### config.mk
export PLATFORM = sky130hd
export DESIGN_NAME = gat_attention_top
export DESIGN_NICKNAME = d
export VERILOG_FILES = /design/src/hdl/gat_pkg.sv /design/src/hdl/gat_attention_top.sv /design/src/hdl/coef_fifo.sv /design/src/hdl/attention_scorer.sv /design/src/hdl/wb_host_port.sv /design/src/hdl/feature_ram.sv
export SDC_FILE = /design/constraint.sdc
export NUM_CORES = 2
export LEC_CHECK = 0
export BUFFER_PORTS_ARGS = -buffer_cell sky130_fd_sc_hd__buf_2
export CAP_MARGIN = 20
export CORE_MARGIN = 4
export CORE_UTILIZATION = 40
export CTS_BUF_LIST = sky130_fd_sc_hd__clkbuf_4 sky130_fd_sc_hd__clkbuf_8
export CTS_CLUSTER_SIZE = 16
export DETAILED_ROUTE_END_ITERATION = 8
export PLACE_DENSITY = 0.57
export SLEW_MARGIN = 20
export SYNTH_ARGS = -nofsm -noshare
export SYNTH_HDL_FRONTEND = slang
export SYNTH_HIERARCHICAL = 1
export SYNTH_SLANG_ARGS = --single-unit
### constraint.sdc
create_clock -name clk -period 8.85 [get_ports clk]
set_clock_uncertainty 0.15 [all_clocks]
set_input_delay 0.4425 -clock clk [delete_from_list [all_inputs] [get_ports clk]]
set_output_delay 0.4425 -clock clk [all_outputs]
set_load 0.01 [all_outputs]
### src/hdl/gat_pkg.sv
`default_nettype none

package gat_pkg;

  // Feature and attention element format
  localparam int DATA_WIDTH  = 8;
  localparam int FEAT_NUM    = 4;
  localparam int WB_WIDTH    = FEAT_NUM * DATA_WIDTH;
  localparam int WB_ADDR_W   = 8;

  // Memory sizes
  localparam int WH_DEPTH    = 64;
  localparam int WH_ADDR_W   = 6;
  localparam int A_DEPTH     = 2 * FEAT_NUM;
  localparam int A_ADDR_W    = 3;

  // Group and coefficient format
  localparam int MAX_NODES   = 4;
  localparam int NODE_CNT_W  = 3;
  localparam int ACC_WIDTH   = 20;
  localparam int LEAKY_SHIFT = 3;
  localparam int COEF_WORD_W = MAX_NODES * ACC_WIDTH + NODE_CNT_W;
  localparam int GROUP_W     = 8;

  // Coefficient FIFO
  localparam int FIFO_DEPTH  = 4;
  localparam int FIFO_PTR_W  = 2;

  // Host address map, region in word-address bits 7:6
  localparam int CTRL_OFS_W  = 6;
  localparam logic [1:0] REGION_WH   = 2'd0;
  localparam logic [1:0] REGION_A    = 2'd1;
  localparam logic [1:0] REGION_CTRL = 2'd2;
  localparam logic [CTRL_OFS_W-1:0] ADDR_START  = 6'd0;
  localparam logic [CTRL_OFS_W-1:0] ADDR_STATUS = 6'd1;

  // Scorer FSM states
  localparam int ST_W = 3;
  localparam logic [ST_W-1:0] ST_IDLE   = 3'd0;
  localparam logic [ST_W-1:0] ST_LOAD_A = 3'd1;
  localparam logic [ST_W-1:0] ST_HEADER = 3'd2;
  localparam logic [ST_W-1:0] ST_NODES  = 3'd3;
  localparam logic [ST_W-1:0] ST_PUSH   = 3'd4;

  // One WH memory word, either a group header or a feature vector.
  // Feature elements are signed, element 0 in the low byte
  typedef union packed {
    logic [FEAT_NUM-1:0][DATA_WIDTH-1:0] feat;
    struct packed {
      logic [WB_WIDTH-NODE_CNT_W-1:0] pad;
      logic [NODE_CNT_W-1:0]          cnt;
    } hdr;
  } wh_word_u;

endpackage

`default_nettype wire
### src/hdl/gat_attention_top.sv
`timescale 1ns/1ps
`default_nettype none

module gat_attention_top import gat_pkg::*; (
  input  logic                           clk,
  input  logic                           rst_n,
  input  logic                           wb_cyc_i,
  input  logic                           wb_stb_i,
  input  logic                           wb_we_i,
  input  logic [WB_ADDR_W-1:0]           wb_adr_i,
  input  logic [WB_WIDTH-1:0]            wb_dat_i,
  output logic [WB_WIDTH-1:0]            wb_dat_o,
  output logic                           wb_ack_o,
  output logic                           coef_valid_o,
  input  logic                           coef_ready_i,
  output logic [MAX_NODES*ACC_WIDTH-1:0] coef_data_o,
  output logic [NODE_CNT_W-1:0]          coef_count_o
);

  logic                   wh_we;
  logic [WH_ADDR_W-1:0]   wh_waddr;
  logic [WB_WIDTH-1:0]    wh_wdata;
  logic [WH_ADDR_W-1:0]   wh_raddr;
  logic [WB_WIDTH-1:0]    wh_rdata;
  logic                   a_we;
  logic [A_ADDR_W-1:0]    a_waddr;
  logic [DATA_WIDTH-1:0]  a_wdata;
  logic [A_ADDR_W-1:0]    a_raddr;
  logic [DATA_WIDTH-1:0]  a_rdata;
  logic                   run_start;
  logic [GROUP_W-1:0]     num_groups;
  logic                   busy;
  logic [GROUP_W-1:0]     groups_done;
  logic                   push;
  logic [COEF_WORD_W-1:0] group_word;
  logic [COEF_WORD_W-1:0] fifo_dout;
  logic                   fifo_full;
  logic                   fifo_empty;
  logic                   pop;

  // Output stream straight off the FIFO head
  assign coef_valid_o = ~fifo_empty;
  assign pop          = coef_valid_o & coef_ready_i;
  assign coef_data_o  = fifo_dout[COEF_WORD_W-1:NODE_CNT_W];
  assign coef_count_o = fifo_dout[NODE_CNT_W-1:0];

  wb_host_port i_host (
    .clk           (clk          ),
    .rst_n         (rst_n        ),
    .wb_cyc_i      (wb_cyc_i     ),
    .wb_stb_i      (wb_stb_i     ),
    .wb_we_i       (wb_we_i      ),
    .wb_adr_i      (wb_adr_i     ),
    .wb_dat_i      (wb_dat_i     ),
    .wb_dat_o      (wb_dat_o     ),
    .wb_ack_o      (wb_ack_o     ),
    .busy_i        (busy         ),
    .groups_done_i (groups_done  ),
    .wh_we_o       (wh_we        ),
    .wh_waddr_o    (wh_waddr     ),
    .wh_wdata_o    (wh_wdata     ),
    .a_we_o        (a_we         ),
    .a_waddr_o     (a_waddr      ),
    .a_wdata_o     (a_wdata      ),
    .run_start_o   (run_start    ),
    .num_groups_o  (num_groups   )
  );

  feature_ram #(
    .WIDTH   (WB_WIDTH ),
    .DEPTH   (WH_DEPTH )
  ) i_wh_ram (
    .clk     (clk      ),
    .we_i    (wh_we    ),
    .waddr_i (wh_waddr ),
    .wdata_i (wh_wdata ),
    .raddr_i (wh_raddr ),
    .rdata_o (wh_rdata )
  );

  feature_ram #(
    .WIDTH   (DATA_WIDTH ),
    .DEPTH   (A_DEPTH    )
  ) i_a_ram (
    .clk     (clk        ),
    .we_i    (a_we       ),
    .waddr_i (a_waddr    ),
    .wdata_i (a_wdata    ),
    .raddr_i (a_raddr    ),
    .rdata_o (a_rdata    )
  );

  attention_scorer i_scorer (
    .clk           (clk         ),
    .rst_n         (rst_n       ),
    .run_start_i   (run_start   ),
    .num_groups_i  (num_groups  ),
    .wh_rdata_i    (wh_rdata    ),
    .a_rdata_i     (a_rdata     ),
    .fifo_full_i   (fifo_full   ),
    .wh_raddr_o    (wh_raddr    ),
    .a_raddr_o     (a_raddr     ),
    .push_o        (push        ),
    .group_word_o  (group_word  ),
    .busy_o        (busy        ),
    .groups_done_o (groups_done )
  );

  coef_fifo i_fifo (
    .clk     (clk        ),
    .rst_n   (rst_n      ),
    .push_i  (push       ),
    .data_i  (group_word ),
    .pop_i   (pop        ),
    .data_o  (fifo_dout  ),
    .full_o  (fifo_full  ),
    .empty_o (fifo_empty )
  );

endmodule

`default_nettype wire

### src/hdl/coef_fifo.sv
`timescale 1ns/1ps
`default_nettype none

module coef_fifo import gat_pkg::*; (
  input  logic                   clk,
  input  logic                   rst_n,
  input  logic                   push_i,
  input  logic [COEF_WORD_W-1:0] data_i,
  input  logic                   pop_i,
  output logic [COEF_WORD_W-1:0] data_o,
  output logic                   full_o,
  output logic                   empty_o
);

  logic [COEF_WORD_W-1:0] mem [FIFO_DEPTH];
  logic [FIFO_PTR_W-1:0]  wr_ptr;
  logic [FIFO_PTR_W-1:0]  rd_ptr;
  logic [FIFO_PTR_W:0]    count;
  logic                   do_push;
  logic                   do_pop;

  assign do_push = push_i && !full_o;
  assign do_pop  = pop_i && !empty_o;

  assign full_o  = (count == FIFO_DEPTH);
  assign empty_o = (count == '0);

  // Head word is shown straight from the buffer
  assign data_o = mem[rd_ptr];

  always_ff @(posedge clk) begin
    if (!rst_n) begin
      wr_ptr <= '0;
      rd_ptr <= '0;
      count  <= '0;
    end else begin
      if (do_push) begin
        wr_ptr <= wr_ptr + 1'b1;
      end
      if (do_pop) begin
        rd_ptr <= rd_ptr + 1'b1;
      end
      case ({do_push, do_pop})
        2'b10:   count <= count + 1'b1;
        2'b01:   count <= count - 1'b1;
        default: count <= count;
      endcase
    end
  end

  always_ff @(posedge clk) begin
    if (do_push) begin
      mem[wr_ptr] <= data_i;
    end
  end

endmodule

`default_nettype wire

### src/hdl/attention_scorer.sv
`timescale 1ns/1ps
`default_nettype none

module attention_scorer import gat_pkg::*; (
  input  logic                   clk,
  input  logic                   rst_n,
  input  logic                   run_start_i,
  input  logic [GROUP_W-1:0]     num_groups_i,
  input  logic [WB_WIDTH-1:0]    wh_rdata_i,
  input  logic [DATA_WIDTH-1:0]  a_rdata_i,
  input  logic                   fifo_full_i,
  output logic [WH_ADDR_W-1:0]   wh_raddr_o,
  output logic [A_ADDR_W-1:0]    a_raddr_o,
  output logic                   push_o,
  output logic [COEF_WORD_W-1:0] group_word_o,
  output logic                   busy_o,
  output logic [GROUP_W-1:0]     groups_done_o
);

  logic [ST_W-1:0]                     state;
  logic [A_ADDR_W:0]                   a_cnt;
  logic [A_ADDR_W-1:0]                 a_idx;
  logic [A_DEPTH-1:0][DATA_WIDTH-1:0]  a_vec;
  logic [WH_ADDR_W-1:0]                hdr_ptr;
  logic [NODE_CNT_W-1:0]               n_q;
  logic [NODE_CNT_W-1:0]               node_idx;
  logic [NODE_CNT_W-1:0]               lane_idx_q;
  logic                                lane_en_q;
  logic                                node_valid;
  logic                                last_group;
  wh_word_u                            wh_word;
  logic signed [ACC_WIDTH-1:0]         self_dot;
  logic signed [ACC_WIDTH-1:0]         node_dot;
  logic signed [ACC_WIDTH-1:0]         self_q;
  logic signed [ACC_WIDTH-1:0]         node_q;
  logic signed [ACC_WIDTH-1:0]         sum;
  logic signed [ACC_WIDTH-1:0]         coef;
  logic [MAX_NODES-1:0][ACC_WIDTH-1:0] lanes;

  function automatic logic signed [ACC_WIDTH-1:0] dot4(
    input logic [WB_WIDTH-1:0] av,
    input logic [WB_WIDTH-1:0] fv
  );
    logic signed [ACC_WIDTH-1:0] acc;
    acc = '0;
    for (int i = 0; i < FEAT_NUM; i++) begin
      acc = acc + $signed(av[i*DATA_WIDTH +: DATA_WIDTH])
                * $signed(fv[i*DATA_WIDTH +: DATA_WIDTH]);
    end
    return acc;
  endfunction

  assign wh_word = wh_rdata_i;

  // a[0..3] weighs the target node, a[4..7] the neighbour
  assign self_dot = dot4(a_vec[FEAT_NUM-1:0], wh_word.feat);
  assign node_dot = dot4(a_vec[A_DEPTH-1:FEAT_NUM], wh_word.feat);

  // LeakyReLU on the registered partial sums
  assign sum  = self_q + node_q;
  assign coef = sum[ACC_WIDTH-1] ? (sum >>> LEAKY_SHIFT) : sum;

  assign a_raddr_o  = a_cnt[A_ADDR_W-1:0];
  assign a_idx      = A_ADDR_W'(a_cnt - 1'b1);
  assign node_valid = (state == ST_NODES) && (node_idx < n_q);
  assign last_group = (groups_done_o + 1'b1) == num_groups_i;

  assign busy_o       = (state != ST_IDLE);
  assign push_o       = (state == ST_PUSH) && !fifo_full_i;
  assign group_word_o = {lanes, n_q};

  // Next header is addressed during the last node, so it is
  // already on the read port by the time the group is pushed
  always_comb begin
    case (state)
      ST_HEADER: wh_raddr_o = hdr_ptr + 1'b1;
      ST_NODES: begin
        if ((node_idx + 1'b1) < n_q) begin
          wh_raddr_o = hdr_ptr + node_idx + 2'd2;
        end else begin
          wh_raddr_o = hdr_ptr + n_q + 1'b1;
        end
      end
      ST_PUSH:  wh_raddr_o = hdr_ptr + n_q + 1'b1;
      default:  wh_raddr_o = hdr_ptr;
    endcase
  end

  always_ff @(posedge clk) begin
    if (!rst_n) begin
      state         <= ST_IDLE;
      a_cnt         <= '0;
      hdr_ptr       <= '0;
      node_idx      <= '0;
      groups_done_o <= '0;
      lane_en_q     <= 1'b0;
    end else begin
      lane_en_q <= node_valid;
      case (state)
        ST_IDLE: begin
          if (run_start_i) begin
            state         <= ST_LOAD_A;
            a_cnt         <= '0;
            hdr_ptr       <= '0;
            groups_done_o <= '0;
          end
        end
        ST_LOAD_A: begin
          a_cnt <= a_cnt + 1'b1;
          if (a_cnt == A_DEPTH) begin
            state <= (num_groups_i == '0) ? ST_IDLE : ST_HEADER;
          end
        end
        ST_HEADER: begin
          node_idx <= '0;
          state    <= ST_NODES;
        end
        ST_NODES: begin
          // One extra cycle drains the last lane
          node_idx <= node_idx + 1'b1;
          if (node_idx == n_q) begin
            state <= ST_PUSH;
          end
        end
        ST_PUSH: begin
          // Full FIFO holds everything in place
          if (!fifo_full_i) begin
            hdr_ptr       <= hdr_ptr + n_q + 1'b1;
            groups_done_o <= groups_done_o + 1'b1;
            state         <= last_group ? ST_IDLE : ST_HEADER;
          end
        end
        default: state <= ST_IDLE;
      endcase
    end
  end

  always_ff @(posedge clk) begin
    if ((state == ST_LOAD_A) && (a_cnt != '0)) begin
      a_vec[a_idx] <= a_rdata_i;
    end
    if (state == ST_HEADER) begin
      n_q   <= wh_word.hdr.cnt;
      lanes <= '0;
    end
    if (node_valid) begin
      if (node_idx == '0) begin
        self_q <= self_dot;
      end
      node_q     <= node_dot;
      lane_idx_q <= node_idx;
    end
    if (lane_en_q) begin
      lanes[lane_idx_q] <= coef;
    end
  end

endmodule

`default_nettype wire

### src/hdl/wb_host_port.sv
`timescale 1ns/1ps
`default_nettype none

module wb_host_port import gat_pkg::*; (
  input  logic                  clk,
  input  logic                  rst_n,
  input  logic                  wb_cyc_i,
  input  logic                  wb_stb_i,
  input  logic                  wb_we_i,
  input  logic [WB_ADDR_W-1:0]  wb_adr_i,
  input  logic [WB_WIDTH-1:0]   wb_dat_i,
  output logic [WB_WIDTH-1:0]   wb_dat_o,
  output logic                  wb_ack_o,
  input  logic                  busy_i,
  input  logic [GROUP_W-1:0]    groups_done_i,
  output logic                  wh_we_o,
  output logic [WH_ADDR_W-1:0]  wh_waddr_o,
  output logic [WB_WIDTH-1:0]   wh_wdata_o,
  output logic                  a_we_o,
  output logic [A_ADDR_W-1:0]   a_waddr_o,
  output logic [DATA_WIDTH-1:0] a_wdata_o,
  output logic                  run_start_o,
  output logic [GROUP_W-1:0]    num_groups_o
);

  logic                  access;
  logic                  run_busy;
  logic                  wr_ok;
  logic                  start_wr;
  logic                  status_rd;
  logic [1:0]            region;
  logic [CTRL_OFS_W-1:0] offset;
  logic [WB_WIDTH-1:0]   status_word;

  // New access on the first cycle of a strobe
  assign access = wb_cyc_i & wb_stb_i & ~wb_ack_o;
  assign region = wb_adr_i[WB_ADDR_W-1 -: 2];
  assign offset = wb_adr_i[CTRL_OFS_W-1:0];

  // Start pulse counts as busy until the scorer picks it up
  assign run_busy = busy_i | run_start_o;
  assign wr_ok    = access & wb_we_i & ~run_busy;

  assign wh_we_o    = wr_ok && (region == REGION_WH);
  assign wh_waddr_o = wb_adr_i[WH_ADDR_W-1:0];
  assign wh_wdata_o = wb_dat_i;

  // Only the low byte goes into the a memory
  assign a_we_o    = wr_ok && (region == REGION_A);
  assign a_waddr_o = wb_adr_i[A_ADDR_W-1:0];
  assign a_wdata_o = wb_dat_i[DATA_WIDTH-1:0];

  assign start_wr  = wr_ok && (region == REGION_CTRL) && (offset == ADDR_START);
  assign status_rd = access && !wb_we_i && (region == REGION_CTRL) && (offset == ADDR_STATUS);

  assign status_word = {{(WB_WIDTH-2*GROUP_W){1'b0}}, groups_done_i,
                        {(GROUP_W-1){1'b0}}, run_busy};

  always_ff @(posedge clk) begin
    if (!rst_n) begin
      wb_ack_o    <= 1'b0;
      run_start_o <= 1'b0;
    end else begin
      wb_ack_o    <= access;
      run_start_o <= start_wr;
    end
  end

  always_ff @(posedge clk) begin
    if (start_wr) begin
      num_groups_o <= wb_dat_i[GROUP_W-1:0];
    end
    if (access) begin
      wb_dat_o <= status_rd ? status_word : '0;
    end
  end

endmodule

`default_nettype wire

### src/hdl/feature_ram.sv
`timescale 1ns/1ps
`default_nettype none

module feature_ram #(
  parameter int WIDTH = 8,
  parameter int DEPTH = 8
) (
  input  logic                     clk,
  input  logic                     we_i,
  input  logic [$clog2(DEPTH)-1:0] waddr_i,
  input  logic [WIDTH-1:0]         wdata_i,
  input  logic [$clog2(DEPTH)-1:0] raddr_i,
  output logic [WIDTH-1:0]         rdata_o
);

  logic [WIDTH-1:0] mem [DEPTH];

  // Read data lags the address by one cycle
  always_ff @(posedge clk) begin
    if (we_i) begin
      mem[waddr_i] <= wdata_i;
    end
    rdata_o <= mem[raddr_i];
  end

endmodule

`default_nettype wire

Word-level counts from Yosys, hierarchy flattened
Memory sizes are Yosys's and may differ from the RTL's. A register that Yosys moved wholly into a read port is not among the register bits.
Cells that the tools add are included.

cells by class
  reduce and logical (&&, ||, !) cells = 33
  bitwise gates (word level) = 9
  $lt $le $gt $ge = 6
  eq/ne operators = 17
  muxes and demuxes = 36
  $mul = 8
  add/sub/neg operators = 20

operators by type and width
  kind                                                            number
  80-bit 2-to-1 mux                                               2
  20-bit adder                                                    7
  8-bit by 8-bit multiplier with 16-bit output                    8
  80-bit bitwise mux                                              1
  64-bit bitwise mux                                              1
  20-bit demux with 2-bit select                                  1
  20-bit 2-to-1 mux                                               2
  8-bit demux with 3-bit select                                   1
  8-bit 2-to-1 mux                                                3
  6-bit 2-to-1 mux                                                3
  6-bit case mux with 3 select lines                              1
  8-bit case mux with 2 select lines                              1
  3-bit case mux with 5 select lines                              1
  1-bit logical AND                                               14
  6-bit by 1-bit adder with 6-bit output (second input constant)  2
  6-bit by 3-bit adder with 6-bit output                          2
  3-bit 2-to-1 mux                                                4
  3-bit case mux with 2 select lines                              2
  6-bit case mux with 2 select lines                              1
  3-bit zero test                                                 3
  8-bit by 1-bit adder with 8-bit output (second input constant)  1
  8-bit == test                                                   1
  8-bit zero test                                                 1
  2-bit 2-to-1 mux                                                4
  34 further kinds                                                62

storage, ports and cells
  logic and storage cells = 162
  flip-flop bits (word level) = 264
  bits of input ports = 46
  output and inout port bits = 117
  bits in writable memories = 2444
  memories kept = 3

memories
  name          depth  width  read ports  clocked after Yosys merged registers in  wr ports  line               RTL
  i_wh_ram.mem  64     32     1           1                                        1         feature_ram.sv:16  logic [WIDTH-1:0] mem [DEPTH];
  i_fifo.mem    4      83     1           1                                        1         coef_fifo.sv:15    logic [COEF_WORD_W-1:0] mem [FIFO_DEPTH];
  i_a_ram.mem   8      8      1           1                                        1         feature_ram.sv:16

Logic depth before layout (Yosys ltp)
  depth after elaboration = 7
  gate-level depth with buffers = 26
  gate-level depth less buffers = 25

Modules after synthesis
The synthesis kept the hierarchy.

by module, submodules not included
  module                   instances  sequential area each (sq um)  cells each  area each (sq um)
  feature_ram at i_wh_ram  1          62139.6                       3324        78515.3
  attention_scorer         1          5345.1                        3144        31355.1
  coef_fifo                1          10149.7                       487         12467.0
  feature_ram at i_a_ram   1          2082.0                        114         2691.3
  wb_host_port             1          550.5                         115         1282.5
  gat_attention_top        1          0.0                           2           10.0

Worst setup path after synthesis
Ideal clock, no wire load.

  path kind = flip-flop to flip-flop
  from = register i_wh_ram.rdata_o[24], read port of i_wh_ram.mem
  to = register i_scorer.node_q[18] (data pin)
  slack = 1840 ps
  data arrival time = 6600 ps
  clock period less this slack = 7010 ps
  stages on the path, launching flop included = 24
  path buffers = 1
  setup time = 260 ps
  required time = 8440 ps
  cell sequence = dfxtp_1 > clkbuf_1 > nand2_1 > inv_1 > fa_1 > fa_1 > inv_1 > fa_1 > inv_1 > fa_1 > fa_1 > fa_1 > fa_1 > inv_1 > fa_1 > inv_1 > ha_1 > or4_1 > nor2_1 > nor2_1 > o211a_1 > a311o_1 > a21oi_1 > xnor2_1

on the way
  cells in the longest elaborated chain, start to end = 2

RTL lines
  what                                          line                     RTL
  from (decl)                                   feature_ram.sv:13        output logic [WIDTH-1:0] rdata_o
  8-bit by 8-bit multiplier with 16-bit output  attention_scorer.sv:48   * $signed(fv[i*DATA_WIDTH +: DATA_WIDTH]);
  20-bit adder                                  attention_scorer.sv:47   acc = acc + $signed(av[i*DATA_WIDTH +: DATA_WIDTH])
  net i_scorer.node_dot[18]                     attention_scorer.sv:33   logic signed [ACC_WIDTH-1:0] node_dot;
  to (signal assigned)                          attention_scorer.sv:150  node_q <= node_dot;
  to (decl)                                     attention_scorer.sv:35   logic signed [ACC_WIDTH-1:0] node_q;

The timed path passes the listed nets, and every way through them passes these cells.
A chain may end at the register's enable or synchronous reset.

Worst setup path in the final report
  from = register i_wh_ram.rdata_o[27], read port of i_wh_ram.mem
  to = register i_scorer.node_q[18] (data pin)

The elaborated chain is that of the path after synthesis.

==> impl_summary.txt <==
----------------------------------------------------
[Status]
  Outcome ... finished, final reports clean

[Setup path]
  Largest fanout on the critical path ... 16
  Endpoint class of the critical path ... flop
  Arrival time reported for the critical path endpoint ... 8590 ps
  Terminus of the critical flop-to-flop path ... i_scorer/node_q[18]
  Kind of critical path ... flop to flop
  Type of origin of the critical path ... flop
  Beginning of the worst register-to-register path ... i_wh_ram/rdata_o[27]
  Worst-case register-to-register setup slack ... 880 ps
  Data required, critical path ... 9470 ps
  Reg2Reg Depth ... 22

[Pwr]
  Switching power total ... 0.00535 W
  Power density normalized to cell area ... 179 nW/um^2
  Combinational share of power ... 0.014
  Flop pwr share ... 0.556
  Sw frac ... 0.211
  Reported leakage power ... 48.8 nW
  P_int ... 0.0200 W
  Worst VDD drop ... 0.146 mV
  Clock network fraction of design power ... 0.430

[Cells and area]
  Net count reported at finish ... 8,588
  Non-filler instance count after layout ... 12,188
  Design Area, Final ... 142,000 um^2
  Area growth from synthesis to final layout ... 12.2%
  Fraction of final layout cells with drive strength greater than 1 ... 0.218

[Detailed routing]
  Post-DR wirelength/cell ... 27.1 um
  Violation count after the first detailed-route iteration ... 6,782
  Post-route antenna net violation count ... 0
  Post-Route WL ... 331,000 um
  Via density per instance ... 5.37
  Remaining design rule violation count ... 0
  Number of detailed-routing iterations run before antenna repair ... 5
  Overall via count from detail_route ... 65,452

[Placement]
  Final HPWL from detailed placement ... 206,000 um
  Global placer's final weighted congestion ... 0.828
  Buffers added on ports ... 139
  Placement-stage cell area ... 132,000 um^2
  Number of placed instances, taps included ... 11,311

[CTS]
  Worst skew pair latency ... 1070 ps
  Clock-pin transition on the worst setup and hold timing paths ... 70 ps
  Cells resized by post-CTS repair ... 0
  Number of clock sinks seen by CTS ... 2,725
  Maximum buffer depth of the clock tree ... 4
  # hold bufs at CTS ... 51
  Setup repair bufs after CTS ... 0
  Clock tree root buffer cell ... sky130_fd_sc_hd__clkbuf_8
  H-tree Lvls ... 5
  CTS Buf Count ... 440
  Clock tree from TritonCTS ... built

[Floorplanning]
  Total I/O pin count ... 163
  Initial core utilization ... 0.401
  Die W ... 570 um
  Die Ht ... 570 um
  Area inside the core boundary ... 315,000 um^2
  Area enclosed by the die boundary ... 325,000 um^2
  Number of rows created at floorplan ... 206

[Hold path]
  Min-Delay Path Class ... input port to flop
  Worst Hold Path EP ... i_wh_ram/mem[53][8]
  Startpoint of the tightest hold check path ... wb_adr_i[4]
  Hold Path Depth ... 3

[Global route]
  Initial antenna violation count ... 25
  Global-route wire length before repair ... 482,000 um
  Tot GR Track Use ... 0.203
  Total gr overflow ... 0
  Pin count of the biggest net entering global routing ... 94
  Via count of the first global-routing pass ... 68,415

[Logic synthesis]
  Register bit count reported by yosys ... 2,725
  Number of enable-type register cells in the synthesized netlist ... 2,569
  Netlist area before placement ... 126,000 um^2
  Number of library cell types mapped by synthesis ... 86
  Register area share after synthesis ... 0.635
  Synth top area cells ... sky130_fd_sc_hd__edfxtp_1, sky130_fd_sc_hd__mux4_2, sky130_fd_sc_hd__fa_1, sky130_fd_sc_hd__dfxtp_1, sky130_fd_sc_hd__ha_1
  Synth top area share ... 0.611
  Mean cell area of the mapped netlist ... 17.6 um^2
  Post-synth top area cell ... sky130_fd_sc_hd__edfxtp_1
  Leading register cell type out of synthesis ... sky130_fd_sc_hd__edfxtp_1
  Share of flip-flops with an asynchronous set or reset ... 0
  Synth Instances ... 7,186
  Synth warn ... 6

[STA]
  Number of slew-limit violations in the final report ... 0
  Hold Violations, Final ... 0
  Endpoints failing setup ... 0
  Unrepaired setup endpoints after global routing ... false
  Headroom to the max-slew limit ... 0.205
  Final TNS setup ... 0 ps
  Final Cycle Share ... 0.900
  Highest clock frequency the design can meet ... 125 MHz
  Pin slew with the least headroom to its limit ... 1190 ps
  Post-layout minimum cycle time ... 7970 ps

[Run]
  Max Cap Violations ... 0

----------------------------------------------------
power groups by stage:
stage / logic [W] / registers [W] / clock network, W
2_1_floorplan: 0.000184 / 0.0144 / 0
3_3_place_gp: 0.000307 / 0.0144 / 0
3_5_place_dp: 0.000324 / 0.0144 / 0
4_1_cts: 0.000343 / 0.0141 / 0.0112
5_1_grt: 0.000374 / 0.0141 / 0.0118
6_report: 0.000342 / 0.0141 / 0.0109
final cells by class:
type	count	area (um^2)
Antenna cell	13	32.5
Clock buffer	612	7440
Clock inverter	201	1440
Fill cell	27148	173000
Inverter	796	2990
Multi-Input combinational cell	3327	41800
Sequential cell	2725	80300
Tap cell	4160	5200
Timing Repair Buffer	354	2650
worst max-delay path by stage:
stage | start | endpoint | cells after the start
6_report | i_wh_ram/rdata_o[27] | i_scorer/node_q[18] | 22
5_1_grt | i_wh_ram/rdata_o[8] | i_scorer/self_q[18] | 20
4_1_cts | i_wh_ram/rdata_o[8] | i_scorer/self_q[18] | 20
3_5_place_dp | i_wh_ram/rdata_o[27] | i_scorer/node_q[18] | 22
3_3_place_gp | i_wh_ram/rdata_o[8] | i_scorer/self_q[18] | 20
2_1_floorplan | i_wh_ram/rdata_o[24] | i_scorer/node_q[18] | 23
per-layer routing:
metal,vias to the layer above,GRT usage,wire (um)
li1,27650,-,-
met1,34849,0.291,141000
met2,2446,0.318,154000
met3,493,0.0454,26800
met4,14,0.0512,8470
met5,-,0,92
through the flow:
stage | util | setup slack (ps) | hold slack (ps) | power [W]
finish | 0.451 | 881 | 152 | 0.0253
global route | 0.450 | 527 | 107 | 0.0263
CTS | 0.450 | 877 | 32.6 | 0.0256
detailed placement | 0.421 | 965 | 334 | 0.0147
global placement | 0.420 | 993 | 314 | 0.0147
floorplan | - | 1840 | 310 | 0.0145
critical path, cell delays in order (launching register included):
cell and delay, ps:
sky130_fd_sc_hd__dfxtp_1 790, sky130_fd_sc_hd__nand2_1 290, sky130_fd_sc_hd__fa_1 640, sky130_fd_sc_hd__inv_1 60
sky130_fd_sc_hd__fa_1 660, sky130_fd_sc_hd__inv_1 130, sky130_fd_sc_hd__fa_1 500, sky130_fd_sc_hd__inv_1 50
sky130_fd_sc_hd__fa_1 470, sky130_fd_sc_hd__fa_1 600, sky130_fd_sc_hd__fa_1 500, sky130_fd_sc_hd__fa_1 520
sky130_fd_sc_hd__inv_1 50, sky130_fd_sc_hd__fa_1 480, sky130_fd_sc_hd__inv_1 70, sky130_fd_sc_hd__ha_1 220
sky130_fd_sc_hd__or4_1 540, sky130_fd_sc_hd__nor2_1 120, sky130_fd_sc_hd__nor2_1 60, sky130_fd_sc_hd__o211a_1 140
sky130_fd_sc_hd__a311o_1 350, sky130_fd_sc_hd__a21oi_1 170, sky130_fd_sc_hd__xnor2_1 80
cells by family after synthesis:
logic type / synth area share
other cells: 0.0000297
buf+inv: 0.0391
simple gates: 0.0436
xor+xnor: 0.00617
fa+ha+maj: 0.128
mux: 0.125
compound gates: 0.0229
flops: 0.635
synthesized netlist by cell type, types with 86 or more instances:
master and number:
sky130_fd_sc_hd__dfxtp_1 156, sky130_fd_sc_hd__fa_1 655, sky130_fd_sc_hd__buf_4 100, sky130_fd_sc_hd__o22ai_1 86
sky130_fd_sc_hd__and2_1 272, sky130_fd_sc_hd__nand3_1 102, sky130_fd_sc_hd__clkbuf_1 152, sky130_fd_sc_hd__edfxtp_1 2569
sky130_fd_sc_hd__ha_1 243, sky130_fd_sc_hd__a21oi_1 131, sky130_fd_sc_hd__o21ai_0 96, sky130_fd_sc_hd__inv_1 795
sky130_fd_sc_hd__nand2_1 269, sky130_fd_sc_hd__mux2i_1 114, sky130_fd_sc_hd__nor2_1 217, sky130_fd_sc_hd__mux4_2 628
state kept, by name, indices dropped and copies added (netlist names), named ones only:
name                    cells
i_fifo/rd_ptr               2
i_host/run_start_o          1
i_a_ram/mem                64
i_scorer/hdr_ptr            6
i_scorer/lane_idx_q         3
i_scorer/self_q            19
i_scorer/lane_en_q          1
i_scorer/group_word_o      80
i_fifo/count                3
i_host/num_groups_o         8
i_scorer/n_q                3
i_host/wb_ack_o             1
i_host/wb_dat_o             9
i_scorer/a_vec             64
i_wh_ram/rdata_o           32
i_scorer/groups_done_o      8
i_fifo/wr_ptr               2
i_scorer/state              3
i_scorer/node_idx           3
i_scorer/node_q            19
i_fifo/mem                332
i_a_ram/rdata_o             8
i_wh_ram/mem             2048
i_scorer/a_cnt              4
layout by cell type, fill, tap and decap left out, drive strengths merged, types with 13 or more instances in the layout:
cell / n
nand2: 269
nor2: 217
a21oi: 132
fa: 655
xor2: 26
nor3: 32
mux4: 643
a22oi: 18
buf: 303
o22ai: 86
o21ai: 125
nor2b: 61
nand3: 102
diode: 13
nand2b: 55
dfxtp: 156
inv: 808
clkinv: 169
o221ai: 27
and2: 272
xnor2: 63
a21o: 14
edfxtp: 2569
conb: 23
mux2i: 115
ha: 243
clkbuf: 612
dlygate4sd3: 51
No activity file was read; power rests on OpenSTA's default activity.
